`src/hdl/tlb_way_ram.sv`:
```
// TLB way tag store

`timescale 1ns/1ps

module tlb_way_ram #(
    parameter int num_sets   = 64,
    parameter int entry_bits = 33
) (
    input  logic                        clk,
    input  logic                        reset,
    input  logic [$clog2(num_sets)-1:0] raddr,
    input  logic [$clog2(num_sets)-1:0] waddr,
    input  logic                        wen,
    input  logic [entry_bits-1:0]       wdata,
    output logic [entry_bits-1:0]       rdata,
    output logic                        rdy
);

    localparam int idx_bits = $clog2(num_sets);

    // One entry per set, valid bit in the top position
    logic [entry_bits-1:0] mem [num_sets];

    // Set being cleared by the post-reset sweep
    logic [idx_bits-1:0] sweep_idx;

    // Read address register, the first of the two read cycles
    logic [idx_bits-1:0] raddr_q;

    // ====================
    // Clearing sweep
    // ====================

    // After reset the sweep walks every set once and then raises rdy
    // Nothing may be looked up or filled until rdy is high
    always_ff @(posedge clk)
    begin
        if (reset)
        begin
            sweep_idx <= '0;
            rdy       <= 1'b0;
        end
        else if (!rdy)
        begin
            sweep_idx <= sweep_idx + 1'b1;
            // The last set is written on this edge
            if (sweep_idx == idx_bits'(num_sets - 1))
            begin
                rdy <= 1'b1;
            end
        end
    end

    // ====================
    // Storage and read
    // ====================

    // While the sweep runs it owns the write port and writes zero entries
    // Afterwards only the fill controller writes
    always_ff @(posedge clk)
    begin
        if (!rdy)
        begin
            mem[sweep_idx] <= '0;
        end
        else if (wen)
        begin
            mem[waddr] <= wdata;
        end

        // Address and output registers give a two-cycle read, like a block RAM
        // A write on the same edge as the address capture is seen by the read
        raddr_q <= raddr;
        rdata   <= mem[raddr_q];
    end

endmodule

```
`config.mk`:
```
export PLATFORM = sky130hd
export DESIGN_NAME = tlb_way_ram
export DESIGN_NICKNAME = d
export VERILOG_FILES = /design/src/hdl/tlb_way_ram.sv
export SDC_FILE = /design/constraint.sdc
export NUM_CORES = 2
export LEC_CHECK = 0
export ABC_AREA = 1
export BUFFER_PORTS_ARGS = -buffer_cell sky130_fd_sc_hd__buf_2
export CORE_MARGIN = 2
export CORE_UTILIZATION = 50
export CTS_CLUSTER_SIZE = 14
export DETAILED_ROUTE_END_ITERATION = 10
export HOLD_SLACK_MARGIN = 0.05
export PLACE_DENSITY = 0.65
export SLEW_MARGIN = 0
export SYNTH_ARGS = -nofsm -noshare
export SYNTH_HDL_FRONTEND = slang
export SYNTH_SLANG_ARGS = --single-unit
```
`constraint.sdc`:
```
create_clock -name clk -period 5.35 [get_ports clk]
set_input_delay 0.2675 -clock clk [delete_from_list [all_inputs] [get_ports clk]]
set_output_delay 0.2675 -clock clk [all_outputs]
set_load 0.005 [all_outputs]
```
==> out/results.tsv <==
stage	metric	value	unit
run_status	status	completed	
yosys	Syn Nets	7171	
yosys	sequential fraction of the synthesis area	74.3	%
yosys	cell taking the most area after synthesis	edfxtp_1	
sta	Rel. slew slack	8.47	%
critical_path	Top delay family on crit path	simple AND/OR/NAND/NOR gates	
yosys	Yosys cell types	25	
min_path	Hold Path Class	input port to register	
placed_design	gpl congestion	0.910	
clocking	clk buf depth	3	
pwr	sequential fraction of design power	53.6	%
finish	sequential cell area	64400	sq um
critical_path	WP data arrival	4070	ps
clocking	CTS root buffer	clkbuf_16	
yosys	asr flop ratio synth	0	%
sta	Setup violations, final	0	
floorplan	Core Area	172000	sq um
global_route	gr usage total	27.9	%
critical_path	crit path launch type	register	
floorplan	Die X-Extent	420	um
global_route	initial antenna violation count	12	
sta	Final Skew	30.3	ps
pwr	combinational power share	5.1	%
job	Max Cap Viol	0	
floorplan	I/O pin cnt	82	
yosys	number of flops mapped to enable cells by yosys	2112	
yosys	flops & latches, synth	2158	
critical_path	critical path required time	5890	ps
yosys	Post-synth top flop	edfxtp_1	
pwr	Sw Pwr	7.76	mW
sta	setup tns final	0	ps
sta	RSZ-0062 raised after global routing	no	
finish	Multi-input gate area	19900	sq um
critical_path	Setup Crit Path Kind	register to register	
drt	DRT Pass-1 Iters	9	
sta	Final Hold Violating Endpoints	0	
drt	WL final	246000	um
yosys	Cells after Synth	7122	
pwr	Tot Pwr	34.6	mW
drt	Remaining DRCs	0	
floorplan	Std-Cell Rows	152	
yosys	most numerous cell in the Yosys netlist	nand2_1	
clocking	Worst-path clk slew	60	ps
clocking	CTS sink cnt	2158	
finish	Fill cells	13700	
critical_path	Critical Path Slowest Stage Cell	nor2_4	
pwr	PwrDens	359	nW/um^2
finish	Nets	7197	
placed_design	post-detail-place hpwl	136000	um
yosys	largest cells by area after synthesis	edfxtp_1, nand3_1, nand2_1, buf_2, dfxtp_1	
clocking	number of buffers created by CTS	212	
yosys	mean post-synth cell area	12.2	sq um
clocking	Skew-Pair Late Insertion Delay	850	ps
global_route	first-pass GRT wire length	361000	um
finish	layout cells sized above 1	8.92	%
sta	Final min period	3530	ps
critical_path	worst-path cell chain	nand2_4 -> nand2_1 -> o21ai_2 -> inv_1 -> nand3_1 -> nor2_4 -> buf_4	
critical_path	crit-path max cell delay	990	ps
global_route	vias in the first global route	54200	
drt	Routed WL per cell	25.5	um
pwr	switching portion of total power	22.5	%
yosys	Synth Warn #	0	
clocking	CTS tree	built	
clocking	Post-CTS Setup Bufs	0	
yosys	top cell type's share of synthesized area	73.3	%
sta	Slew Limit Fails	0	
pwr	VDD IR-drop max	0.000370	V
floorplan	Die ar.	176000	sq um
critical_path	r2r setup slk	1820	ps
floorplan	initial core utilization	50.4	%
drt	via count	56700	
finish	Area Growth Syn to Fin	11.3	%
drt	post-route ant nets	0	
pwr	Leakage	35.6	nW
pwr	Internal Dissipation	26.8	mW
critical_path	CP bufs+invs	2	
critical_path	critical path fanouts, max	24	
global_route	GRT overflow	0	
sta	Peak Freq	283	MHz
placed_design	Port Buffers	81	
drt	Via density	5.89	
critical_path	CP Capture Type	register	
yosys	synth cell count leaders	nand2_1, edfxtp_1, nand3_1	
floorplan	die height	420	um
sta	worst slew pin tran	1370	ps
drt	1st-iter DRT viols	7740	
sta	final period utilization	66.0	%
global_route	largest net degree at the start of global routing	187	
yosys	Mapped Area	86600	sq um
clocking	H-tree depth	4	
pwr	clock share of power	41.3	%
[path summary, 6_finish.rpt]
kind                        startpoint                         to  cells after the start
min reg2reg  sweep_idx[4]$_SDFFE_PP0N_  sweep_idx[5]$_SDFFE_PP0N_                      2
max reg2reg             rdy$_SDFF_PP0_       mem[5][15]$_DFFE_PP_                      7
max                     rdy$_SDFF_PP0_       mem[5][15]$_DFFE_PP_                      7
min                              reset             rdy$_SDFF_PP0_                      3
[state kept, by name, indices dropped and copies added (netlist names)]
signal,flops
rdy,1
sweep_idx,6
raddr_q,6
mem,2112
rdata,33
[worst register-to-register path: cells and delay by family (launching register included)]
kind / cells / cell delay [ps]
DFF: 1 / 440
buffers and inverters: 2 / 450
AOI/OAI and AO/OA: 1 / 110
and+or+nand+nor: 4 / 2240
[timing repair]
action	CTS	global route
hold buffers	32	0
resized for setup	0	0
hold endpoints to repair	542	0
[power groups by stage]
stage | clock, mW | combinational (mW) | sequential (mW)
finish | 14.3 | 1.77 | 18.5
global route | 15.0 | 1.89 | 18.5
CTS | 14.4 | 1.75 | 18.5
detailed placement | 0 | 1.72 | 18.9
global placement | 0 | 1.71 | 18.9
floorplan | 0 | 1.11 | 18.8
[metal layers]
metal | vias up | track usage [%] | share of wire, %
li1 | 25300 | - | -
met1 | 28000 | 37.9 | 39
met2 | 2921 | 43.9 | 47
met3 | 484 | 4.78 | 9.1
met4 | 4 | 13.9 | 5.2
met5 | - | 0 | 0.0085
[cell usage in the layout (no fill, tap or decap), types with 3 or more instances in the layout]
master	Yosys	layout
nand2_1	2355	2355
diode_2	0	5
buf_2	185	81
clkinv_4	0	3
dfxtp_1	46	40
nor3_1	5	3
buf_4	95	139
dlygate4sd3_1	0	32
dfxtp_4	0	5
inv_16	0	4
a21oi_1	5	5
edfxtp_1	2112	2112
o21ai_2	4	4
o21ai_0	5	3
buf_12	1	27
clkbuf_8	0	16
clkbuf_16	0	215
clkinv_2	0	35
clkinvlp_4	0	3
inv_1	49	47
clkinv_8	0	5
nor2_4	0	89
bufinv_16	0	7
nor4_2	0	6
nand4_1	6	6
nand3_1	1956	1956
nor2_1	98	9
inv_6	0	3
clkinv_1	1	51
clkbuf_1	78	49
[area by class of cell]
class / count / share of cell area, %
antenna: 5 / 0.0130
clock buffer: 280 / 6.00
clock inverter: 110 / 0.871
inverter: 53 / 0.245
multi-input combinational: 4444 / 20.7
sequential: 2158 / 66.8
tap: 2310 / 3.00
timing repair buffer: 279 / 2.40
[stage by stage]
stage	hold WS (ps)	setup slack, ps	util (%)	cells	area, sq um
final	214	1820	56.1	9639	96400
after global routing	190	1710	56.1	9636	96400
after CTS	141	1880	56.1	9634	96400
after detailed placement	373	1880	52.1	9212	89400
after global placement	371	1920	52.1	9212	89400
after floorplan	295	554	-	7122	86600
[cells by family (layout without fill, tap and decap cells)]
logic type / Yosys count / count (layout) / synth area share, %
simple gates: 4429 / 4429 / 22.1
flops: 2158 / 2158 / 74.3
buf+inv: 520 / 722 / 3.47
compound gates: 14 / 14 / 0.0983
fa+ha+maj: 1 / 1 / 0.0145
other cells: 0 / 5 / 0
Note: power is estimated with default switching activity, not from simulation.
