`src/hdl/tlb_pkg.sv`:
```
// TLB shared definitions

package tlb_pkg;

    // ====================
    // Page index widths
    // ====================

    // All indices are page indices of one fixed page size
    // The low bits of a virtual page select the set and the rest form the tag
    localparam int va_page_bits = 20;

    // Physical page index returned on a hit
    localparam int pa_page_bits = 20;

    // ====================
    // Page index types
    // ====================

    // Virtual page index as seen on the lookup and fill ports
    typedef logic [va_page_bits-1:0] va_page_t;

    // Physical page index as stored in a way entry
    typedef logic [pa_page_bits-1:0] pa_page_t;

    // ====================
    // Pipeline timing
    // ====================

    // Cycles from an accepted lookup to its hit or miss result
    // Stage 1 registers the set address in the ways
    // Stage 2 sees the set data and starts the tag XOR
    // Stage 3 reduces the XOR to one match bit per way
    // Stage 4 picks the hitting way, and the result is registered into stage 5
    localparam int lookup_latency = 5;

endpackage
```
`src/hdl/tlb_tag_compare.sv`:
```
// TLB tag compare and result

`timescale 1ns/1ps

module tlb_tag_compare #(
    parameter int num_sets = 64,
    parameter int num_ways = 4
) (
    input  logic                clk,
    input  logic                reset,
    input  tlb_pkg::va_page_t   stage2_va,
    input  tlb_pkg::va_page_t   stage4_va,
    input  tlb_pkg::va_page_t   stage5_va,
    input  logic                stage4_valid,
    input  logic [num_ways-1:0][1+tlb_pkg::va_page_bits-$clog2(num_sets)+tlb_pkg::pa_page_bits-1:0]
                                stage2_entries,
    input  logic [num_ways-1:0][1+tlb_pkg::va_page_bits-$clog2(num_sets)+tlb_pkg::pa_page_bits-1:0]
                                stage4_entries,
    output logic                rsp_valid,
    output logic                rsp_miss,
    output tlb_pkg::pa_page_t   rsp_pa,
    output tlb_pkg::va_page_t   miss_va
);

    localparam int idx_bits   = $clog2(num_sets);
    localparam int tag_bits   = tlb_pkg::va_page_bits - idx_bits;
    localparam int entry_bits = 1 + tag_bits + tlb_pkg::pa_page_bits;
    localparam int way_bits   = $clog2(num_ways);

    // Per-way partial compare registered at the end of stage 2
    logic [tag_bits-1:0] stg3_xor [num_ways];
    logic [num_ways-1:0] stg3_valid;

    // Per-way match registered at the end of stage 3
    logic [num_ways-1:0] stg4_match;

    // Stage 4 combinational hit detection
    logic                stg4_hit;
    logic [way_bits-1:0] stg4_way;

    // ====================
    // Stage 2
    // ====================

    // A full tag compare is too deep for one cycle, so only the XOR is
    // taken here and the reduction waits for stage 3
    always_ff @(posedge clk)
    begin
        for (int w = 0; w < num_ways; w++)
        begin
            stg3_xor[w]   <= stage2_entries[w][entry_bits-2 -: tag_bits] ^
                             stage2_va[tlb_pkg::va_page_bits-1:idx_bits];
            stg3_valid[w] <= stage2_entries[w][entry_bits-1];
        end
    end

    // ====================
    // Stage 3
    // ====================

    // A way matches when every XOR bit is zero and its entry is valid
    always_ff @(posedge clk)
    begin
        for (int w = 0; w < num_ways; w++)
        begin
            stg4_match[w] <= stg3_valid[w] & ~(|stg3_xor[w]);
        end
    end

    // ====================
    // Stage 4
    // ====================

    // The walker never fills a page twice, so at most one way matches
    // The lowest matching way is taken all the same
    always_comb
    begin
        stg4_hit = |stg4_match;
        stg4_way = '0;
        for (int w = num_ways - 1; w >= 0; w--)
        begin
            if (stg4_match[w])
            begin
                stg4_way = way_bits'(w);
            end
        end
    end

    // Hit or miss flag and the chosen page enter stage 5 on the same edge
    always_ff @(posedge clk)
    begin
        if (reset)
        begin
            rsp_valid <= 1'b0;
            rsp_miss  <= 1'b0;
        end
        else
        begin
            rsp_valid <= stage4_valid & stg4_hit;
            rsp_miss  <= stage4_valid & ~stg4_hit;
        end
        rsp_pa <= stage4_entries[stg4_way][tlb_pkg::pa_page_bits-1:0];
    end

    // The miss page shown with the result is the stage 5 copy of the lookup
    assign miss_va = stage5_va;

endmodule

```
`config.mk`:
```
export PLATFORM = sky130hd
export DESIGN_NAME = tlb_tag_compare
export DESIGN_NICKNAME = d
export VERILOG_FILES = /design/src/hdl/tlb_pkg.sv /design/src/hdl/tlb_tag_compare.sv
export SDC_FILE = /design/constraint.sdc
export NUM_CORES = 1
export LEC_CHECK = 0
export ABC_CLOCK_PERIOD_IN_PS = 1900
export BUFFER_PORTS_ARGS = -buffer_cell sky130_fd_sc_hd__buf_2
export CAP_MARGIN = 40
export CORE_AREA = 5 5 145 147
export CTS_CLUSTER_DIAMETER = 80
export DETAILED_ROUTE_END_ITERATION = 8
export DIE_AREA = 0 0 150 152
export PLACE_DENSITY = 0.54
export SLEW_MARGIN = 20
export SYNTH_ARGS = -nofsm -noshare
export SYNTH_HDL_FRONTEND = slang
export SYNTH_SLANG_ARGS = --single-unit
```
`constraint.sdc`:
```
create_clock -name clk -period 1.9 [get_ports clk]
set_input_delay 0.19 -clock clk [delete_from_list [all_inputs] [get_ports clk]]
set_output_delay 0.19 -clock clk [all_outputs]
set_load 0.02 [all_outputs]
```
==> results of run 1 <==
==> sequential cells by signal (all words and copies together) (netlist names) <==
signal,count
stg3_xor,56
rsp_pa,20
stg3_valid,4
stg4_match,4
rsp_miss,1
rsp_valid,1
==> layout by cell type, fill, tap and decap left out, drive strengths merged, types with 2 or more instances in the layout <==
cell         netlist  final
xor2              56     56
buf               29    184
nor4b              4      4
nor3               4      4
inv                1      2
bufinv             0      2
nand2b            19     19
or2b               2      2
a21oi             19     19
o221ai            19     19
o22ai             19     19
clkbuf             2     12
and4               4      4
nor4               9      9
dlygate4sd3        0      6
dfxtp             86     86
==> area by class of cell <==
class	count	area, µm²
fill	2158	15020
multi-input combinational	164	1343
clock buffer	12	256.5
antenna	1	2.502
inverter	1	3.754
tap	270	337.8
clock inverter	4	77.57
timing repair buffer	190	1021
sequential	86	1722
==> worst register-to-register path: cells and delay by family, from the launching register on <==
kind | cells | cell delay (ns)
and+or+nand+nor | 1 | 0.68
DFF | 1 | 0.44
AOI/OAI and AO/OA | 2 | 0.44
==> worst max-delay path by stage <==
stage,cells past startpoint,start,to,slack [ns]
after global placement,3,stg4_match[2],rsp_pa[5],0.25
after global routing,3,stg4_match[2],rsp_pa[5],0.16
after floorplan,3,stg4_match[0],rsp_pa[19],0.55
final,3,stg4_match[2],rsp_pa[10],0.25
after detailed placement,3,stg4_match[2],rsp_pa[10],0.25
after CTS,3,stg4_match[2],rsp_pa[5],0.23
==> power by group <==
part	switching, mW	total [mW]	internal, mW	leakage, nW
combinational	0.190	0.404	0.214	1.20
sequential	0.0376	2.00	1.96	0.724
clock	0.739	1.97	1.23	0.163
==> metal layers <==
| layer | track usage (%) | part of all wire, % |
|---|---|---|
| met2 | 15.13 | 43 |
| met4 | 3.834 | 1.7 |
| met3 | 9.622 | 21 |
| met5 | 0 | 0.34 |
| met1 | 9.788 | 34 |
==> kinds of logic (layout without fill, tap and decap cells) <==
kind of cell | count (synthesis) | after routing | synth area share (%)
and+or+nand+nor | 48 | 48 | 9.931
DFF | 86 | 86 | 52.36
other | 0 | 1 | 0
buffers and inverters | 32 | 207 | 6.811
xor gates and xnor gates | 56 | 56 | 14.92
AOI/OAI and AO/OA | 60 | 60 | 15.98
==> repair_timing <==
item | 4_1_cts | 5_1_grt
hold endpoints to repair | 6 | 0
hold buffers | 6 | 0
setup buffers | 0 | 0
==> per-stage QoR <==
step | setup slack [ns] | cell area, µm² | hold WS (ns)
6_report | 0.2537 | 4763 | 0.02444
5_1_grt | 0.1616 | 4761 | 0.01507
4_1_cts | 0.2309 | 4761 | 0.002106
3_5_place_dp | 0.2496 | 4367 | 0.2936
3_3_place_gp | 0.2537 | 4367 | 0.2947
2_1_floorplan | 0.5525 | 3288 | 0.2177
==> impl_results.md, run 1 <==
- Status: finished clean
- CP arrival: 1.90 ns
- Final setup viols: 0
- Number of remaining DRC errors: 0
- Netlist Area Pre-Place: 3288 µm²
- First-pass GRT wire length: 16540 µm
- Largest net degree at the start of global routing: 21
- Port Buffer Count: 178
- CTS Buffer Depth: 2
- Worst reg2reg path depth: 3
- Critical path launch point type: register
- DRT Wirelength: 11930 µm
- Number of flops mapped to enable cells by yosys: 0
- Tmin final: 1.646 ns
- Critical Path RT: 2.15 ns
- Hold path endpoint: stg3_xor[3][9]
- Unrepaired setup endpoints after global routing: false
- Die Y: 152 µm
- Crit Path Max Fanout: 19
- Final core area utilization: 24.08%
- Vias post-DR: 2634
- Worst Min Path Start: stage2_entries[134]
- Synth top area share: 52.36%
- Vias/cell: 3.618
- Vias in the first global route: 2718
- Critical path capture point type: register
- Synth cell types: 25
- Initial DRC Count: 74
- Gpl congestion: 0.7110
- Top-count cell post-synth: dfxtp_1
- Clock net sink count: 86
- Seq/Total Area, Yosys: 52.36%
- Clock Skew: 0.005684 ns
- Crit Path Class: register to register
- WHS Path Cells: 2
- Post-synth top cells: dfxtp_1 (86), xor2_1 (56), buf_4 (22)
- Max_slew headroom: 45.27%
- Max Slew Vio Count: 0
- Drt wl/cell: 16.39 µm
- Root buf cell: clkbuf_16
- Reg2reg end: rsp_pa[10]
- Largest stage delay, worst path: 0.68 ns
- Worst-path clk slew: 0.07 ns
- Die Width: 150 µm
- Pin slew with the least headroom to its limit: 0.8210 ns
- Layout Nets: 795
- Drt first pass iters: 4
- Min-delay worst type: input port to register
- Static leakage: 2.090 nW
- GRT Total Usage: 10.17%
- Async S/R FF share, synth: 0%
- # resized after CTS: 0
- Yosys warns: 0
- Fmax achieved: 0.6074 GHz
- Worst reg2reg startpoint: stg4_match[2]
- Crit-path cells: or2_1 -> o22ai_1 -> a21oi_1
- Synth area leaders: dfxtp_1 (52%), xor2_1 (15%), o221ai_2 (8.7%)
- Hold Vio Cnt, Final: 0
- Initial antenna violation count: 3
- Row Count: 52
- Total negative slack: 0 ns
- Total power per unit cell area: 917.4 nW/µm²
- Htree depth: 3
- Die area: 22800 µm²
- Synth Flop Type: dfxtp_1
- Final period util: 86.65%
- Worst vdd rail ir drop: 0.0004523 V
- Biggest area consumer among synthesized cells: dfxtp_1
- Final cell count without fillers: 728
- CTS Buf Count: 9
- Critical path's top delay family: simple AND/OR/NAND/NOR gates
- Seq cells post-synth: 86
- R2R setup slack: 0.25 ns
- Max Cap Viol: 0
- Initial Util: 16.62%
- Fraction of layout cells with a size suffix above 1: 47.92%
- Syn Nets: 625
- ANT nets after route: 0
- Number of instances in the placed design: 705
- Hpwl dp: 9990 µm
- Mapped Cells: 282
- Core Footprint: 19780 µm²
- Clk_lat worst skew: 0.34 ns
- Syn-to-layout area delta: 44.86%
- Tot Pwr: 4.370 mW
- I/O Pins: 385
- Avg Inst Size Synth: 11.66 µm²
- Crit-path slowest cell: or2_1
- Buf/Inv on CP: 0
- Total grt overflow: 0
- CTS tree: yes
No activity file was read; power rests on OpenSTA's default activity.
==> run 2: changes to the inputs <==
--- a/config.mk
+++ b/config.mk
@@ -8,11 +8,13 @@
 export ABC_CLOCK_PERIOD_IN_PS = 1900
 export BUFFER_PORTS_ARGS = -buffer_cell sky130_fd_sc_hd__buf_2
 export CAP_MARGIN = 40
-export CORE_AREA = 5 5 145 147
+export CELL_PAD_IN_SITES_DETAIL_PLACEMENT = 0
+export CELL_PAD_IN_SITES_GLOBAL_PLACEMENT = 1
+export CORE_AREA = 5 5 148 150
 export CTS_CLUSTER_DIAMETER = 80
 export DETAILED_ROUTE_END_ITERATION = 8
-export DIE_AREA = 0 0 150 152
-export PLACE_DENSITY = 0.54
+export DIE_AREA = 0 0 153 155
+export PLACE_DENSITY = 0.69
 export SLEW_MARGIN = 20
 export SYNTH_ARGS = -nofsm -noshare
 export SYNTH_HDL_FRONTEND = slang
==> impl_results.md, run 2 (synthesis results as in run 1) <==
- Max_slew headroom: 66.40%
- Min-delay worst type: input port to register
- Total grt overflow: 0
- Hold Vio Cnt, Final: 0
- Port Buffer Count: 178
- Clock net sink count: 86
- Critical Path RT: 2.12 ns
- Critical path launch point type: register
- CTS tree: yes
- I/O Pins: 385
- CTS Buf Count: 9
- Number of remaining DRC errors: 0
- Syn-to-layout area delta: 42.85%
- Top flop regs: stg3_xor x56, rsp_pa x20
- Die Y: 155 µm
- Tmin final: 1.584 ns
- Gpl congestion: 0.7807
- Met3 routed WL: 1279 µm
- Static leakage: 2.059 nW
- Die Width: 153 µm
- Critical path capture point type: register
- First-pass GRT wire length: 15950 µm
- Met2 wire length: 5231 µm
- Initial antenna violation count: 1
- Hold slack: 0.02454 ns
- CP arrival: 1.81 ns
- GRT Total Usage: 9.002%
- Postcts setup bufs: 0
- Unrepaired setup endpoints after global routing: false
- Htree depth: 3
- Hpwl dp: 8897 µm
- Clock Skew: 0.004808 ns
- Multi-input gate area: 1343 µm²
- Worst-path clk slew: 0.07 ns
- R2R setup slack: 0.32 ns
- Drt first pass iters: 3
- Tot Pwr: 4.069 mW
- Crit Path Max Fanout: 20
- Core Footprint: 20560 µm²
- Clk_lat worst skew: 0.34 ns
- Final period util: 83.39%
- Fillers: 2251
- Total negative slack: 0 ns
- Total power per unit cell area: 866.4 nW/µm²
- Largest net degree at the start of global routing: 21
- Top reg by flops: stg3_xor
- Max Slew Vio Count: 0
- Status: finished clean
- Final setup viols: 0
- Row Count: 53
- Max FFs per register: 56
- Vias post-DR: 2619
- Layout Nets: 794
- Highest metal used: met5
- Most frequent cells in the layout: buf_2 (178), dfxtp_1 (86), xor2_1 (56)
- Vias in the first global route: 2782
- Root buf cell: clkbuf_16
- Initial Util: 16.00%
- # resized after CTS: 0
- N_diodes: 0
- M1 WL: 4205 µm
- Die area: 23720 µm²
- ANT nets after route: 0
- Crit Path Class: register to register
- Worst vdd rail ir drop: 0.0003472 V
- Initial DRC Count: 69
- Drt wl/cell: 14.89 µm
- DRT Wirelength: 10880 µm
- FF+latch area: 1722 µm²
- Max Cap Viol: 0
- CTS Buffer Depth: 2
- Vias/cell: 3.583
- Pin slew with the least headroom to its limit: 0.4970 ns
- Fmax achieved: 0.6312 GHz
- Cts hold-fix bufs: 5
- Most common cell after layout, fill and taps aside: buf_2
- Fraction of layout cells with a size suffix above 1: 48.25%
run 2: changes by cell type in the layout (fill, tap and decap cells not counted), sizes merged:
cell,delta
bufinv,-2
clkbuf,-3
clkinv,+3
dlygate4sd3,-1
diode,-1
inv,+2
run 2: per-stage QoR:
step | utilization [%] | setup slack [ns] | instances | cell area, µm²
finish | 22.85 | 0.3157 | 731 | 4697
global placement | 21.17 | 0.2881 | 709 | 4353
global route | 22.85 | 0.1684 | 731 | 4697
detailed placement | 21.25 | 0.2909 | 710 | 4368
floorplan | - | 0.5525 | 282 | 3288
CTS | 22.85 | 0.2718 | 731 | 4697
run 2: final timing paths:
path | from | to | cells past startpoint
setup / recovery | stg4_match[0] | rsp_pa[9] | 3
hold / removal | stage2_entries[98] | stg3_xor[2][8] | 2
setup reg to reg | stg4_match[0] | rsp_pa[9] | 3
hold reg to reg | stg3_xor[2][7] | stg4_match[2] | 2
run 2: cell type report:
| class | instances | share of cell area [%] |
|---|---|---|
| Clock buffer | 9 | 4.795 |
| Clock inverter | 7 | 1.145 |
| Inverter | 1 | 0.07991 |
| Multi-Input combinational cell | 164 | 28.58 |
| Sequential cell | 86 | 36.65 |
| Tap cell | 275 | 7.326 |
| Timing Repair Buffer | 189 | 21.42 |
run 2: power by group:
group          internal [mW]  switching (mW)  total [mW]
clock network          0.900           0.772        1.67
logic                  0.213           0.189       0.402
registers               1.96          0.0376        2.00
total                   3.07           0.999        4.07
run 2: worst max-delay path, stage by stage (launching register included):
cell      delay [ns]
dfxtp_1         0.38
or4b_4          0.76
o221ai_2        0.23
a21oi_1         0.07
run 2: routing by layer:
layer / vias up / track usage (%)
met5: - / 0
met4: 2 / 2.715
met3: 13 / 5.341
met2: 135 / 14.63
met1: 1139 / 9.964
li1: 1330 / -
==> run 3: changes to the inputs <==
--- a/config.mk
+++ b/config.mk
@@ -5,16 +5,17 @@
 export SDC_FILE = /design/constraint.sdc
 export NUM_CORES = 1
 export LEC_CHECK = 0
-export ABC_CLOCK_PERIOD_IN_PS = 1900
+export ABC_AREA = 1
+export ABC_CLOCK_PERIOD_IN_PS = 1600
 export BUFFER_PORTS_ARGS = -buffer_cell sky130_fd_sc_hd__buf_2
 export CAP_MARGIN = 40
 export CELL_PAD_IN_SITES_DETAIL_PLACEMENT = 0
 export CELL_PAD_IN_SITES_GLOBAL_PLACEMENT = 1
-export CORE_AREA = 5 5 148 150
+export CORE_AREA = 5 5 147 149
 export CTS_CLUSTER_DIAMETER = 80
 export DETAILED_ROUTE_END_ITERATION = 8
-export DIE_AREA = 0 0 153 155
-export PLACE_DENSITY = 0.69
+export DIE_AREA = 0 0 152 154
+export PLACE_DENSITY = 0.75
 export SLEW_MARGIN = 20
 export SYNTH_ARGS = -nofsm -noshare
 export SYNTH_HDL_FRONTEND = slang
==> constraint.sdc (replaced) <==
create_clock -name clk -period 1.6 [get_ports clk]
set_input_delay 0.16 -clock clk [delete_from_list [all_inputs] [get_ports clk]]
set_output_delay 0.16 -clock clk [all_outputs]
set_load 0.02 [all_outputs]
==> impl_results.md, run 3 <==
- Crit Path Max Fanout: 40
- First-pass GRT wire length: 19610 µm
- Hpwl dp: 9621 µm
- Root buf cell: clkbuf_16
- Vias post-DR: 3391
- Vias/cell: 3.588
- Fraction of layout cells with a size suffix above 1: 30.52%
- Static leakage: 2.944 nW
- CTS tree: yes
- Status: finished clean
- N_diodes: 0
- CP arrival: 1.56 ns
- R2R setup slack: 0.28 ns
- Worst reg2reg path depth: 7
- Htree depth: 3
- Seq/Total Area, Yosys: 47.48%
- Worst Min Path Start: stage2_entries[33]
- Worst-path clk slew: 0.07 ns
- Fillers: 2214
- Biggest area consumer among synthesized cells: dfxtp_1
- Synth top area share: 47.48%
- Number of remaining DRC errors: 0
- Avg Inst Size Synth: 8.022 µm²
- Vias in the first global route: 3501
- Worst reg2reg startpoint: stg4_match[2]
- WHS Path Cells: 2
- Hold path endpoint: stg3_xor[0][13]
- Syn Nets: 795
- Max Slew Vio Count: 0
- Buf/Inv on CP: 2
- Yosys warns: 0
- GRT Total Usage: 10.89%
- Core Footprint: 20040 µm²
- Top reg by flops: stg3_xor
- I/O Pins: 385
- Synth area leaders: dfxtp_1 (47%), xor2_1 (14%), nand3_1 (11%)
- Die Width: 152 µm
- Top flop regs: stg3_xor x56, rsp_pa x20
- Syn-to-layout area delta: 53.24%
- Critical path's top delay family: simple AND/OR/NAND/NOR gates
- DRT Wirelength: 12820 µm
- Worst vdd rail ir drop: 0.0004448 V
- Total negative slack: 0 ns
- Port Buffer Count: 178
- Crit-path cells: inv_1 -> nand2_1 -> nand2_2 -> buf_4 -> nand3_1 -> nand3_1 -> nand2_1
- Min-delay worst type: input port to register
- Largest net degree at the start of global routing: 41
- Final setup viols: 0
- Row Count: 52
- Most frequent cells in the layout: buf_2 (178), dfxtp_1 (86), inv_1 (81), nand3_1 (81), nand2_1 (62)
- Critical path capture point type: register
- Crit-path slowest cell: buf_4
- Initial DRC Count: 119
- Pin slew with the least headroom to its limit: 0.4297 ns
- Clock Skew: 0.01298 ns
- Max_slew headroom: 71.35%
- Max Cap Viol: 0
- Synth cell types: 13
- Gpl congestion: 0.7221
- CTS Buffer Depth: 2
- Tmin final: 1.316 ns
- Synth Flop Type: dfxtp_1
- Total power per unit cell area: 938.6 nW/µm²
- Die area: 23410 µm²
- Seq cells post-synth: 86
- Netlist Area Pre-Place: 3626 µm²
- Largest stage delay, worst path: 0.38 ns
- Layout Nets: 1013
- # resized after CTS: 0
- Critical Path RT: 1.84 ns
- Reg2reg end: rsp_pa[9]
- Final period util: 82.26%
- Die Y: 154 µm
- Clk_lat worst skew: 0.35 ns
- Initial antenna violation count: 1
- Total grt overflow: 0
- Max FFs per register: 56
- Drt first pass iters: 4
- Async S/R FF share, synth: 0%
- ANT nets after route: 0
- Fmax achieved: 0.7598 GHz
- Unrepaired setup endpoints after global routing: false
- CTS Buf Count: 9
- Final instance area: 5557 µm²
- Mapped Cells: 452
- Top-count cell post-synth: dfxtp_1
- Crit Path Class: register to register
- Clock net sink count: 86
- Most common cell after layout, fill and taps aside: buf_2
- Drt wl/cell: 13.56 µm
- Number of flops mapped to enable cells by yosys: 0
- Initial Util: 18.09%
- Hold Vio Cnt, Final: 0
- Placed Area: 4662 µm²
- Critical path launch point type: register
- Post-synth top cells: dfxtp_1 (86), inv_1 (81), nand3_1 (81)
run 3: cell count changes after synthesis, moves of 6 or more:
cell	previous run	this run
a21oi_1	19	0
buf_4	22	28
inv_1	1	81
nand2_1	1	62
nand2b_1	19	0
nand3_1	0	81
nand4_1	0	8
nor2_1	0	34
nor4_1	9	0
o221ai_2	19	0
o22ai_1	19	0
run 3: area by class of cell:
type	count	area (µm²)	area share, %
Clock inverter	6	75.07	1.351
Multi-Input combinational cell	246	1339	24.09
Sequential cell	86	1722	30.98
Tap cell	270	337.8	6.080
Inverter	84	315.3	5.674
Clock buffer	10	229.0	4.121
Timing Repair Buffer	243	1539	27.70
run 3: how the worst max path moves through the flow:
stage / from / end / slack [ns] / cells past startpoint
finish: stg4_match[2] / rsp_pa[9] / 0.28 / 7
global placement: stg4_match[2] / rsp_pa[9] / 0.26 / 7
CTS: stg4_match[2] / rsp_pa[9] / 0.23 / 7
floorplan: stg4_match[3] / rsp_pa[0] / 0.64 / 7
global route: stg4_match[2] / rsp_pa[4] / 0.12 / 7
detailed placement: stg4_match[2] / rsp_pa[9] / 0.23 / 7
run 3: per-layer routing:
metal  up-vias  GRT usage (%)  wire, µm
met5         -              0        13
met4         2          3.467       201
met3        15          6.071      1477
met2       136          17.10      5882
met1      1460          12.65      5240
li1       1778              -         -
run 3: what timing repair did:
action	in CTS	in global routing
hold buffers	59	0
setup buffers	0	0
hold endpoints to repair	60	0
run 3: cells by family (layout without fill, tap and decap cells):
group | count (synthesis) | count (layout) | share of synthesized area, %
simple gates | 190 | 190 | 23.40
buf+inv | 120 | 343 | 15.60
flops | 86 | 86 | 47.48
xor+xnor | 56 | 56 | 13.53
run 3: per-stage QoR:
step                hold WS, ns  worst slack (ns)  std cells  utilization (%)  total power [mW]
floorplan                0.1877            0.6446        452                -             2.707
global placement         0.2640            0.2575        870            23.26             2.960
detailed placement       0.2641            0.2345        870            23.26             2.966
CTS                     0.01385            0.2268        945            27.73             5.330
global route            0.01627            0.1246        945            27.73             5.514
finish                  0.02403            0.2839        945            27.73             5.215
run 3: power breakdown:
part	switching, mW	total (mW)	internal [mW]
logic	0.294	0.651	0.358
registers	0.0425	2.37	2.32
clock network	0.955	2.20	1.24
