[config.mk]
export PLATFORM = sky130hd
export DESIGN_NAME = tlb_fill_ctrl
export DESIGN_NICKNAME = d
export VERILOG_FILES = /design/src/hdl/tlb_pkg.sv /design/src/hdl/tlb_fill_ctrl.sv
export SDC_FILE = /design/constraint.sdc
export NUM_CORES = 1
export LEC_CHECK = 0
export BUFFER_PORTS_ARGS = -buffer_cell sky130_fd_sc_hd__buf_2
export CORE_MARGIN = 2
export CORE_UTILIZATION = 30
export CTS_CLUSTER_SIZE = 16
export DETAILED_ROUTE_END_ITERATION = 12
export PLACE_DENSITY = 0.46
export REMOVE_ABC_BUFFERS = 1
export SKIP_LAST_GASP = 1
export SLEW_MARGIN = 20
export SYNTH_ARGS = -nofsm -noshare
export SYNTH_HDL_FRONTEND = slang
export SYNTH_SLANG_ARGS = --single-unit
[constraint.sdc]
create_clock -name clk -period 2.75 [get_ports clk]
set_input_delay 0.4125 -clock clk [delete_from_list [all_inputs] [get_ports clk]]
set_output_delay 0.4125 -clock clk [all_outputs]
set_load 0.01 [all_outputs]
[src/hdl/tlb_pkg.sv]
// TLB shared definitions

package tlb_pkg;

    // ====================
    // Page index widths
    // ====================

    // All indices are page indices of one fixed page size
    // The low bits of a virtual page select the set and the rest form the tag
    localparam int va_page_bits = 20;

    // Physical page index returned on a hit
    localparam int pa_page_bits = 20;

    // ====================
    // Page index types
    // ====================

    // Virtual page index as seen on the lookup and fill ports
    typedef logic [va_page_bits-1:0] va_page_t;

    // Physical page index as stored in a way entry
    typedef logic [pa_page_bits-1:0] pa_page_t;

    // ====================
    // Pipeline timing
    // ====================

    // Cycles from an accepted lookup to its hit or miss result
    // Stage 1 registers the set address in the ways
    // Stage 2 sees the set data and starts the tag XOR
    // Stage 3 reduces the XOR to one match bit per way
    // Stage 4 picks the hitting way, and the result is registered into stage 5
    localparam int lookup_latency = 5;

endpackage
[src/hdl/tlb_fill_ctrl.sv]
// TLB fill controller

`timescale 1ns/1ps

module tlb_fill_ctrl #(
    parameter int num_sets = 64,
    parameter int num_ways = 4
) (
    input  logic                        clk,
    input  logic                        reset,
    input  logic                        ready,
    input  logic                        fill_req,
    input  tlb_pkg::va_page_t           fill_va,
    input  tlb_pkg::pa_page_t           fill_pa,
    output logic                        fill_ack,
    output logic [$clog2(num_sets)-1:0] waddr,
    output logic [1+tlb_pkg::va_page_bits-$clog2(num_sets)+tlb_pkg::pa_page_bits-1:0]
                                        wdata,
    output logic [num_ways-1:0]         wen
);

    localparam int idx_bits = $clog2(num_sets);
    localparam int tag_bits = tlb_pkg::va_page_bits - idx_bits;
    localparam int way_bits = $clog2(num_ways);

    typedef enum logic [1:0] {
        st_idle,
        st_choose,
        st_write,
        st_release
    } fill_state_t;

    fill_state_t state;

    // Captured request, split into set index and tag
    logic [idx_bits-1:0] req_idx;
    logic [tag_bits-1:0] req_tag;
    tlb_pkg::pa_page_t   req_pa;

    // One valid bit per way per set, kept here so the victim choice
    // needs no read of the way stores
    logic [num_ways-1:0] set_valid [num_sets];

    // Free-running LFSR for replacement in a full set
    logic [15:0] lfsr;

    // Victim choice for the captured set
    logic [num_ways-1:0] cur_valid;
    logic [way_bits-1:0] free_way;
    logic [way_bits-1:0] victim;

    // ====================
    // Handshake FSM
    // ====================

    // Capture, choose and write take one cycle each, then the ack is held
    // until the walker drops its request
    always_ff @(posedge clk)
    begin
        if (reset)
        begin
            state <= st_idle;
        end
        else
        begin
            case (state)
                st_idle:
                begin
                    if (fill_req && ready)
                    begin
                        state <= st_choose;
                    end
                end
                st_choose:  state <= st_write;
                st_write:   state <= st_release;
                st_release:
                begin
                    if (!fill_req)
                    begin
                        state <= st_idle;
                    end
                end
                default:    state <= st_idle;
            endcase
        end
    end

    // Request fields are stable while fill_req is high
    always_ff @(posedge clk)
    begin
        if (state == st_idle)
        begin
            req_idx <= fill_va[idx_bits-1:0];
            req_tag <= fill_va[tlb_pkg::va_page_bits-1:idx_bits];
            req_pa  <= fill_pa;
        end
        if (state == st_choose)
        begin
            victim <= (&cur_valid) ? lfsr[way_bits-1:0] : free_way;
        end
    end

    // ====================
    // Victim choice
    // ====================

    assign cur_valid = set_valid[req_idx];

    // Lowest invalid way, found by scanning down so the lowest wins
    always_comb
    begin
        free_way = '0;
        for (int w = num_ways - 1; w >= 0; w--)
        begin
            if (!cur_valid[w])
            begin
                free_way = way_bits'(w);
            end
        end
    end

    // Taps 16, 14, 13, 11 give a maximal length sequence
    always_ff @(posedge clk)
    begin
        if (reset)
        begin
            lfsr <= 16'hace1;
        end
        else
        begin
            lfsr <= {lfsr[14:0], lfsr[15] ^ lfsr[13] ^ lfsr[12] ^ lfsr[10]};
        end
    end

    // Valid tracking is cleared together with the way stores
    always_ff @(posedge clk)
    begin
        if (reset)
        begin
            for (int s = 0; s < num_sets; s++)
            begin
                set_valid[s] <= '0;
            end
        end
        else if (state == st_write)
        begin
            set_valid[req_idx][victim] <= 1'b1;
        end
    end

    // ====================
    // Way write and ack
    // ====================

    assign waddr = req_idx;
    assign wdata = {1'b1, req_tag, req_pa};

    always_comb
    begin
        for (int w = 0; w < num_ways; w++)
        begin
            wen[w] = (state == st_write) && (victim == way_bits'(w));
        end
    end

    // The entry is in the store by the edge on which the ack first shows
    assign fill_ack = (state == st_release);

endmodule

==> results of run 1 <==
## cell type report
| type | count | area [um^2] |
|---|---|---|
| Clock buffer | 58 | 1164 |
| Clock inverter | 9 | 55.05 |
| Fill cell | 4043 | 25900 |
| Inverter | 4 | 15.01 |
| Multi-Input combinational cell | 781 | 4997 |
| Sequential cell | 322 | 6874 |
| Tap cell | 532 | 665.6 |
| Timing Repair Buffer | 136 | 972.2 |
## state kept, by name, summed over array words and instances, names as in the netlist, named ones only
register   flops
victim         2
set_valid    256
req_tag       14
req_pa        20
state          2
waddr          6
lfsr          16
## per-stage QoR
step | setup TNS, ns | utilization, %
CTS | 0 | 36.15
global placement | 0 | 33.16
finish | 0 | 36.27
detailed placement | 0 | 33.16
floorplan | -142.37 | -
global route | 0 | 36.27
## worst max-delay path: stages, from the launching register on
cell and delay [ns]:
dfxtp_4 0.66, buf_12 0.24, mux4_2 0.31, mux4_2 0.53, mux4_2 0.47, and3_1 0.15
## cells in the mapped netlist (all sizes together), types with 7 or more instances
master | instances | share of area (%)
clkbuf | 68 | 2.1
edfxtp | 42 | 10
dfxtp | 280 | 46
mux2i | 15 | 1.2
a22oi | 7 | 0.43
nor2b | 12 | 0.61
or2 | 7 | 0.36
nor2 | 330 | 10
nand2 | 10 | 0.31
nand3b | 7 | 0.43
mux2 | 11 | 1.0
mux4 | 65 | 12
a21oi | 257 | 10
buf | 26 | 1.3
## cells in the final DEF (no fill, tap or decap), drive strengths merged, types with 11 or more instances in the layout
master / count
a21oi: 257
buf: 135
clkbuf: 59
dfxtp: 280
edfxtp: 42
mux2: 11
mux2i: 15
mux4: 65
nor2: 330
nor2b: 12
## logic make-up after synthesis
| kind of cell | count (synthesis) |
|---|---|
| simple gates | 397 |
| flops | 322 |
| compound gates | 285 |
| buf+inv | 98 |
| mux | 91 |
| fa+ha+maj | 4 |
| xor+xnor | 3 |
| other cells | 1 |
## metal layers
metal	GRT usage, %	vias up
met1	24.89	4506
met2	26.13	268
met5	0	-
met4	4.388	0
li1	-	4363
met3	3.043	53
## final timing paths
| check | start | end | slack, ns | depth (start not counted) |
|---|---|---|---|---|
| hold / removal | fill_pa[17] | req_pa[17]$_DFFE_PP_ | 0.05 | 1 |
| hold reg to reg | lfsr[14]$_SDFF_PP0_ | lfsr[15]$_SDFF_PP1_ | 0.40 | 1 |
| setup / recovery | flop | victim[1]$_DFFE_PN_ | 0.14 | 5 |
| setup reg to reg | flop | victim[1]$_DFFE_PN_ | 0.14 | 5 |
## power by group
part / internal (mW) / switching (mW) / leakage (nW) / total (mW)
Sequential: 5.22 / 0.403 / 2.69 / 5.63
Clock: 2.92 / 1.97 / 0.603 / 4.89
Combinational: 1.37 / 1.97 / 2.22 / 3.34
Total: 9.51 / 4.34 / 5.51 / 13.9
## what timing repair did
| action | 4_1_cts | 5_1_grt |
|---|---|---|
| endpoints found under the hold margin | 0 | 0 |
| endpoints found under the setup margin | 0 | 2 |
| buffers inserted | 0 | 3 |
==> summary.txt, run 1 <==
Max Freq: 383.7 MHz
Max FO, Critical Path: 25
Worst Skew: 0.01689 ns
Worst vdd ir: 383.4 uV
Post-route ant nets: 0
Final WS setup: 0.1438 ns
Synth async-reset ratio: 0%
Worst-skew pair later-pin latency: 0.53 ns
Tot GR Track Use: 17.11%
Core Box Area: 0.04065 mm^2
Design area: 0.01474 mm^2
Buffers added on ports: 88
Clock Sinks: 322
Diode count: 0
Post-synthesis simple-gate area fraction: 13.45%
Nets@finish: 1330
Relative slew slack: 54.31%
CTS buffer count: 37
Mux cell area share after synthesis: 14.24%
Combinational family with the most area after synthesis: multiplexers
Worst Setup End Kind: flop
Cell Area, Placed: 0.01348 mm^2
Initial antenna violation count: 0
Routability cong.: 0.7981
Die Area: 0.04257 mm^2
Starting DRC count in detailed routing: 708
Post-synth EDFFs: 42
CTS root buffer: clkbuf_16
Worst-Margin Slew: 0.6854 ns
Wire per inst: 19.65 um
Vias in the first global route: 8851
M1 WL: 17630 um
Dpl cells: 1772
Drt drc: 0
Pre-CTS setup slack: 0.06295 ns
Max cap viols: 0
Max Slew Vio Count: 0
#FFs+latches synth: 322
Standard-cell row count: 74
Synth Area in XOR/XNOR: 0.2140%
CTS clock-pin slew for the worst setup and hold paths: 0.06 ns
RSZ-0062 raised after global routing: false
Post-route total power: 13.86 mW
Leak: 5.508 nW
Yosys warns: 0
Largest net degree at the start of global routing: 96
Endpoints failing hold: 0
Vert. Die Dim: 206.3 um
Pwr Density: 939.9 mW/mm^2
CTS resizes: 0
Layout cell share with drive strength beyond 1: 21.83%
Worst path required time: 3.04 ns
Max Used Layer: met4
Met2 WL: 15890 um
Metal3 WL: 1967 um
Top FF cell, synth: dfxtp_1
Seq/Total Area, Yosys: 55.92%
CTS tree: done
Worst-case clock buffer depth: 3
DR vias/cell: 4.989
Final worst-path cycle share: 94.77%
Detailed Place HPWL: 23780 um
Worst path arrival time: 2.89 ns
Post-synthesis instance total: 1201
First-pass GRT wire length: 55120 um
Final setup violation count: 0
Total gr overflow: 0
Post-Synth Adder-Cell Area: 0.4076%
Htree depth: 2
CTS Hold Bufs: 0
Syn avg cell area: 10.22 um^2
Io pins: 90
Post-synth design cell area: 0.01228 mm^2
Count of different cell masters after synthesis: 47
Vias: 9190
CP Launch Type: flop
Initial Util: 30.21%
Hold/Removal Path Class: in2reg
Total Wirelength: 36190 um
TritonRoute pass-1 iters: 4
Outcome: finished clean
Area added between synthesis and finish: 20.06%
Synth Area in Compound Gates: 12.21%
WS Path Type: reg2reg
WHS: 0.05213 ns
Finished Layout Cells: 1842
Fin crit period: 2.606 ns
Die Wd: 206.3 um
No activity file was read; power rests on OpenSTA's default activity.
==> inputs of run 2 (changes only) <==
--- a/config.mk
+++ b/config.mk
@@ -6,7 +6,6 @@
 export NUM_CORES = 1
 export LEC_CHECK = 0
 export BUFFER_PORTS_ARGS = -buffer_cell sky130_fd_sc_hd__buf_2
-export CORE_MARGIN = 2
 export CORE_UTILIZATION = 30
 export CTS_CLUSTER_SIZE = 16
 export DETAILED_ROUTE_END_ITERATION = 12
==> run 2 against run 1 <==
Compared with the run above:
- core utilization grew 0.44 points
- combinational power shrank 4%
- clock power grew 1%
- non-clock buffer count grew 2
- power shrank 0.62%
- sequential cell count is the same
- first-iteration DRC count shrank 10%
- die area shrank 1.9%
- largest cell class unchanged
- largest power group unchanged
- highest routed layer unchanged
==> summary.txt, run 2 (synthesis gave the netlist of run 1 again) <==
Outcome: finished clean
Buffers added on ports: 88
Die Wd: 204.3 um
DR vias/cell: 4.968
Fill cell count: 4049
CTS Hold Bufs: 0
Worst path required time: 3.04 ns
CP Launch Type: flop
Post-route total power: 13.77 mW
Tot GR Track Use: 17.24%
Post-route ant nets: 0
Max cap viols: 0
Worst-Margin Slew: 0.8738 ns
CTS resizes: 0
Reg2reg setup slack: 0.13 ns
Worst-skew pair later-pin latency: 0.53 ns
Hold/Removal Path Class: in2reg
Total Wirelength: 35320 um
Commonest non-fill, non-tap cells in the layout: 329 x nor2_1, 278 x dfxtp_1, 257 x a21oi_1
Clock Sinks: 322
Vias: 9127
Net switching power figure: 4.313 mW
Clk pwr share: 36.0%
Top reg by flops: set_valid
Die Area: 0.04174 mm^2
RSZ-0062 raised after global routing: false
Max Freq: 382.4 MHz
CTS root buffer: clkbuf_16
Starting DRC count in detailed routing: 634
Setup crit end: victim[1]$_DFFE_PN_
Crit-path slowest cell: dfxtp_4
Routability cong.: 0.8642
Area added between synthesis and finish: 19.61%
Diode count: 0
Design area: 0.01469 mm^2
Pwr Density: 937.5 mW/mm^2
Initial antenna violation count: 0
Layout cell share with drive strength beyond 1: 22.41%
Nets@finish: 1332
Htree depth: 2
WS Path Type: reg2reg
Max FO, Critical Path: 21
Total gr overflow: 0
Fin crit period: 2.615 ns
Endpoints failing hold: 0
Worst reg-to-reg path cell count: 7
Final worst-path cycle share: 95.10%
Drt drc: 0
Final setup violation count: 0
Worst-case clock buffer depth: 3
Sequential share of power: 40.9%
Worst path arrival time: 2.91 ns
Vias in the first global route: 9089
Worst vdd ir: 409.2 uV
Max Slew Vio Count: 0
Vert. Die Dim: 204.3 um
Core Box Area: 0.04001 mm^2
Cell Area, Placed: 0.01340 mm^2
CTS buffer count: 37
Leak: 5.495 nW
Largest net degree at the start of global routing: 119
Power Internal: 9.458 mW
Reg-to-Reg End: victim[1]$_DFFE_PN_
Relative slew slack: 41.74%
Detailed Place HPWL: 23350 um
Worst Setup End Kind: flop
CTS clock-pin slew for the worst setup and hold paths: 0.06 ns
Wire per inst: 19.23 um
First-pass GRT wire length: 55140 um
Combinational fraction of design power: 23.1%
Standard-cell row count: 73
CTS tree: done
Io pins: 90
CP max stage delay: 0.62 ns
TritonRoute pass-1 iters: 6
Switching share of power: 31.32%
Largest registers: set_valid: 256 flops, req_pa: 20 flops, lfsr: 16 flops
Initial Util: 30.69%
Worst Skew: 0.01728 ns
Max reg flops: 256
Most common cell after layout, fill and taps aside: nor2_1
Crit path cell chain: buf_4 -> mux4_2 -> nand3b_1 -> a41oi_1 -> a211oi_1 -> or3b_2 -> and3_1
run 2: cell types whose count changed in the layout (fill, tap and decap cells not counted):
cell	delta
buf_12	-7
buf_4	+9
bufinv_16	+1
clkbuf_1	-6
clkbuf_16	-3
clkbuf_2	+1
clkbuf_8	+4
clkinv_2	-1
clkinv_8	+1
clkinvlp_4	+3
run 2: worst max-delay path: cells and delay by family (launching register included):
family / cells / cell delay [ns]
buffers and inverters: 1 / 0.23
AND/OR/NAND/NOR: 3 / 0.76
flip-flops: 1 / 0.62
AO/OA/AOI/OAI: 2 / 0.52
multiplexers: 1 / 0.23
run 2: area by class of cell:
type / count / area, um^2 / area share (%)
Timing Repair Buffer: 138 / 899.6 / 6.125
Multi-Input combinational cell: 781 / 4997 / 34.02
Tap cell: 525 / 656.9 / 4.472
Sequential cell: 322 / 6874 / 46.80
Inverter: 4 / 15.01 / 0.1022
Clock buffer: 54 / 1126 / 7.667
Clock inverter: 13 / 118.9 / 0.8093
run 2: worst min path at each step:
stage,start,slack (ns),depth (start not counted),endpoint
2_1_floorplan,lfsr[9]$_SDFF_PP0_,0.39,1,lfsr[10]$_SDFF_PP1_
3_3_place_gp,lfsr[14]$_SDFF_PP0_,0.39,1,lfsr[15]$_SDFF_PP1_
3_5_place_dp,lfsr[9]$_SDFF_PP0_,0.39,1,lfsr[10]$_SDFF_PP1_
4_1_cts,fill_pa[4],0.03,1,req_pa[4]$_DFFE_PP_
5_1_grt,fill_va[11],0.03,1,req_tag[5]$_DFFE_PP_
6_report,fill_pa[4],0.05,1,req_pa[4]$_DFFE_PP_
run 2: routing by layer:
metal	vias up	global-route usage (%)	wire, um
met4	0	4.904	771
met2	281	26.34	15310
met1	4424	24.55	16980
met5	-	0	0
li1	4364	-	-
met3	58	3.364	2263
run 2: stage by stage:
step                      hold WS, ns  cells  util [%]  worst slack (ns)  setup TNS, ns
after CTS                     0.02890   1831     36.60           0.02496              0
final                         0.05128   1837     36.71            0.1346              0
after global routing          0.03223   1837     36.71           0.02969              0
after global placement         0.3946   1764     33.49           0.05432              0
after detailed placement       0.3929   1764     33.49           0.04495              0
after floorplan                0.3895   1107         -            -1.928        -142.37
run 2: repair_timing:
action	CTS	global route
setup buffers	0	6
endpoints found under the hold margin	0	0
setup endpoints to repair	0	2
run 2: power groups by stage:
| stage | Sequential (mW) | Combinational, mW | Clock (mW) |
|---|---|---|---|
| after floorplan | 6.03 | 1.32 | 0 |
| after global placement | 5.75 | 3.14 | 0 |
| after detailed placement | 5.76 | 3.13 | 0 |
| after CTS | 5.66 | 3.14 | 5.07 |
| after global routing | 5.69 | 3.45 | 5.27 |
| final | 5.63 | 3.19 | 4.95 |
==> inputs of run 3 (changes only) <==
--- a/config.mk
+++ b/config.mk
@@ -6,6 +6,7 @@
 export NUM_CORES = 1
 export LEC_CHECK = 0
 export BUFFER_PORTS_ARGS = -buffer_cell sky130_fd_sc_hd__buf_2
+export CORE_ASPECT_RATIO = 1.1
 export CORE_UTILIZATION = 30
 export CTS_CLUSTER_SIZE = 16
 export DETAILED_ROUTE_END_ITERATION = 12
==> run 3 against run 2 <==
Compared with the run above:
- first-iteration DRC count decreased by 4.9%
- die area about the same
- hold slack improved by 0.0072 ns
- sequential share of layout area decreased by 0.11 points
- cell count decreased by 0.38%
- critical path type unchanged
==> summary.txt, run 3 (synthesis gave the netlist of run 1 again) <==
Outcome: finished clean
Htree depth: 2
Reg area: 0.006875 mm^2
CP Launch Type: flop
Pwr Density: 938.0 mW/mm^2
Total gr overflow: 0
Worst vdd ir: 337.6 uV
Commonest non-fill, non-tap cells in the layout: 329 x nor2_1, 277 x dfxtp_1, 257 x a21oi_1
Clk pwr share: 35.6%
Reg-to-Reg End: victim[1]$_DFFE_PN_
Max reg flops: 256
TritonRoute pass-1 iters: 5
Drt drc: 0
RSZ-0062 raised after global routing: false
Vert. Die Dim: 214.2 um
Largest registers: set_valid: 256 flops, req_pa: 20 flops, lfsr: 16 flops
Net switching power figure: 4.229 mW
Hold Path Depth: 1
Post-route total power: 13.81 mW
Standard-cell row count: 77
Final worst-path cycle share: 94.82%
Worst path required time: 3.03 ns
Crit path cell chain: buf_12 -> mux4_2 -> mux4_2 -> mux4_2 -> and3_1
Buffers added on ports: 88
Final setup violation count: 0
Hold/Removal Path Class: in2reg
Vias in the first global route: 8891
Vias: 9109
Area of the multi-input gates: 0.004997 mm^2
CTS tree: done
Starting DRC count in detailed routing: 603
Routability cong.: 0.8179
Diode count: 0
First-pass GRT wire length: 53940 um
Sequential share of power: 40.7%
Die Area: 0.04175 mm^2
DR vias/cell: 4.978
Crit-path slowest cell: mux4_2
CTS root buffer: clkbuf_16
Detailed Place HPWL: 23850 um
CTS clock-pin slew for the worst setup and hold paths: 0.06 ns
Area added between synthesis and finish: 19.92%
Worst Skew: 0.01942 ns
CTS buffer count: 36
Relative slew slack: 33.57%
Power Internal: 9.584 mW
Hold path start: fill_va[19]
Top reg by flops: set_valid
Most Frequent Cell on Critical Path: mux4_2
Total Wirelength: 34950 um
WHS: 0.05853 ns
Max cap viols: 0
Die Wd: 194.9 um
Post-route ant nets: 0
Worst Setup End Kind: flop
Initial antenna violation count: 0
Worst path arrival time: 2.88 ns
Nets@finish: 1338
Fill cell count: 4010
Pre-CTS setup slack: 0.07516 ns
Max Freq: 383.5 MHz
Worst Hold End: req_tag[13]$_DFFE_PP_
Worst-Margin Slew: 0.9964 ns
Initial Util: 30.49%
Reg2reg setup slack: 0.14 ns
Fin crit period: 2.607 ns
Leak: 5.539 nW
WS Path Type: reg2reg
Max FO, Critical Path: 15
Io pins: 90
Tot GR Track Use: 16.72%
Endpoints failing hold: 0
Worst-skew pair later-pin latency: 0.53 ns
Layout cell share with drive strength beyond 1: 22.40%
Combinational fraction of design power: 23.7%
Clock Sinks: 322
Wire per inst: 19.10 um
Max Slew Vio Count: 0
Switching share of power: 30.62%
Most common cell after layout, fill and taps aside: nor2_1
Final WS setup: 0.1425 ns
Worst reg-to-reg path cell count: 5
Worst-case clock buffer depth: 3
CP max stage delay: 0.53 ns
Largest net degree at the start of global routing: 130
Core Box Area: 0.04027 mm^2
run 3: how the worst max path moves through the flow:
stage | to | slack, ns | cells after the start
after floorplan | set_valid[48][0]$_DFF_P_ | -1.93 | 5
after global placement | victim[1]$_DFFE_PN_ | 0.07 | 5
after detailed placement | victim[1]$_DFFE_PN_ | 0.08 | 5
after CTS | victim[1]$_DFFE_PN_ | 0.06 | 5
after global routing | victim[1]$_DFFE_PN_ | 0.05 | 6
final | victim[1]$_DFFE_PN_ | 0.14 | 5
run 3: routing by layer:
layer	vias up	wire length (um)	GRT usage [%]
met5	-	0	0
met3	52	1841	3.036
met4	0	707	4.646
met1	4398	16360	22.98
li1	4390	-	-
met2	269	16040	26.83
run 3: per-stage QoR:
| step | cells | utilization, % | setup TNS (ns) | instance area, um^2 |
|---|---|---|---|---|
| after floorplan | 1107 | - | -142.37 | 11860 |
| after global placement | 1758 | 33.41 | 0 | 13450 |
| after detailed placement | 1758 | 33.41 | 0 | 13450 |
| after CTS | 1823 | 36.43 | 0 | 14670 |
| after global routing | 1830 | 36.57 | 0 | 14730 |
| final | 1830 | 36.57 | 0 | 14730 |
run 3: area by class of cell:
type | instances | share of cell area (%)
sequential | 322 | 46.69
multi-input combinational | 781 | 33.94
clock buffer | 54 | 7.333
timing repair buffer | 145 | 6.636
tap | 513 | 4.359
clock inverter | 11 | 0.9432
inverter | 4 | 0.1020
run 3: worst max-delay path: cells and delay by family, from the launching register on:
kind	cells	cell delay (ns)
flip-flops	1	0.50
AND/OR/NAND/NOR	1	0.16
buffers and inverters	1	0.19
multiplexers	3	1.51
run 3: timing repair:
| item | CTS | global route |
|---|---|---|
| resized for setup | 0 | 1 |
| setup buffers | 0 | 7 |
| hold buffers | 0 | 0 |
| endpoints found under the setup margin | 0 | 2 |
run 3: power by group through the flow:
stage                     Combinational (mW)  Clock (mW)  Sequential (mW)
after global placement                  3.20           0             5.73
after CTS                               3.20        5.05             5.64
final                                   3.27        4.92             5.62
after global routing                    3.50        5.28             5.67
after detailed placement                3.20           0             5.74
after floorplan                         1.32           0             6.03
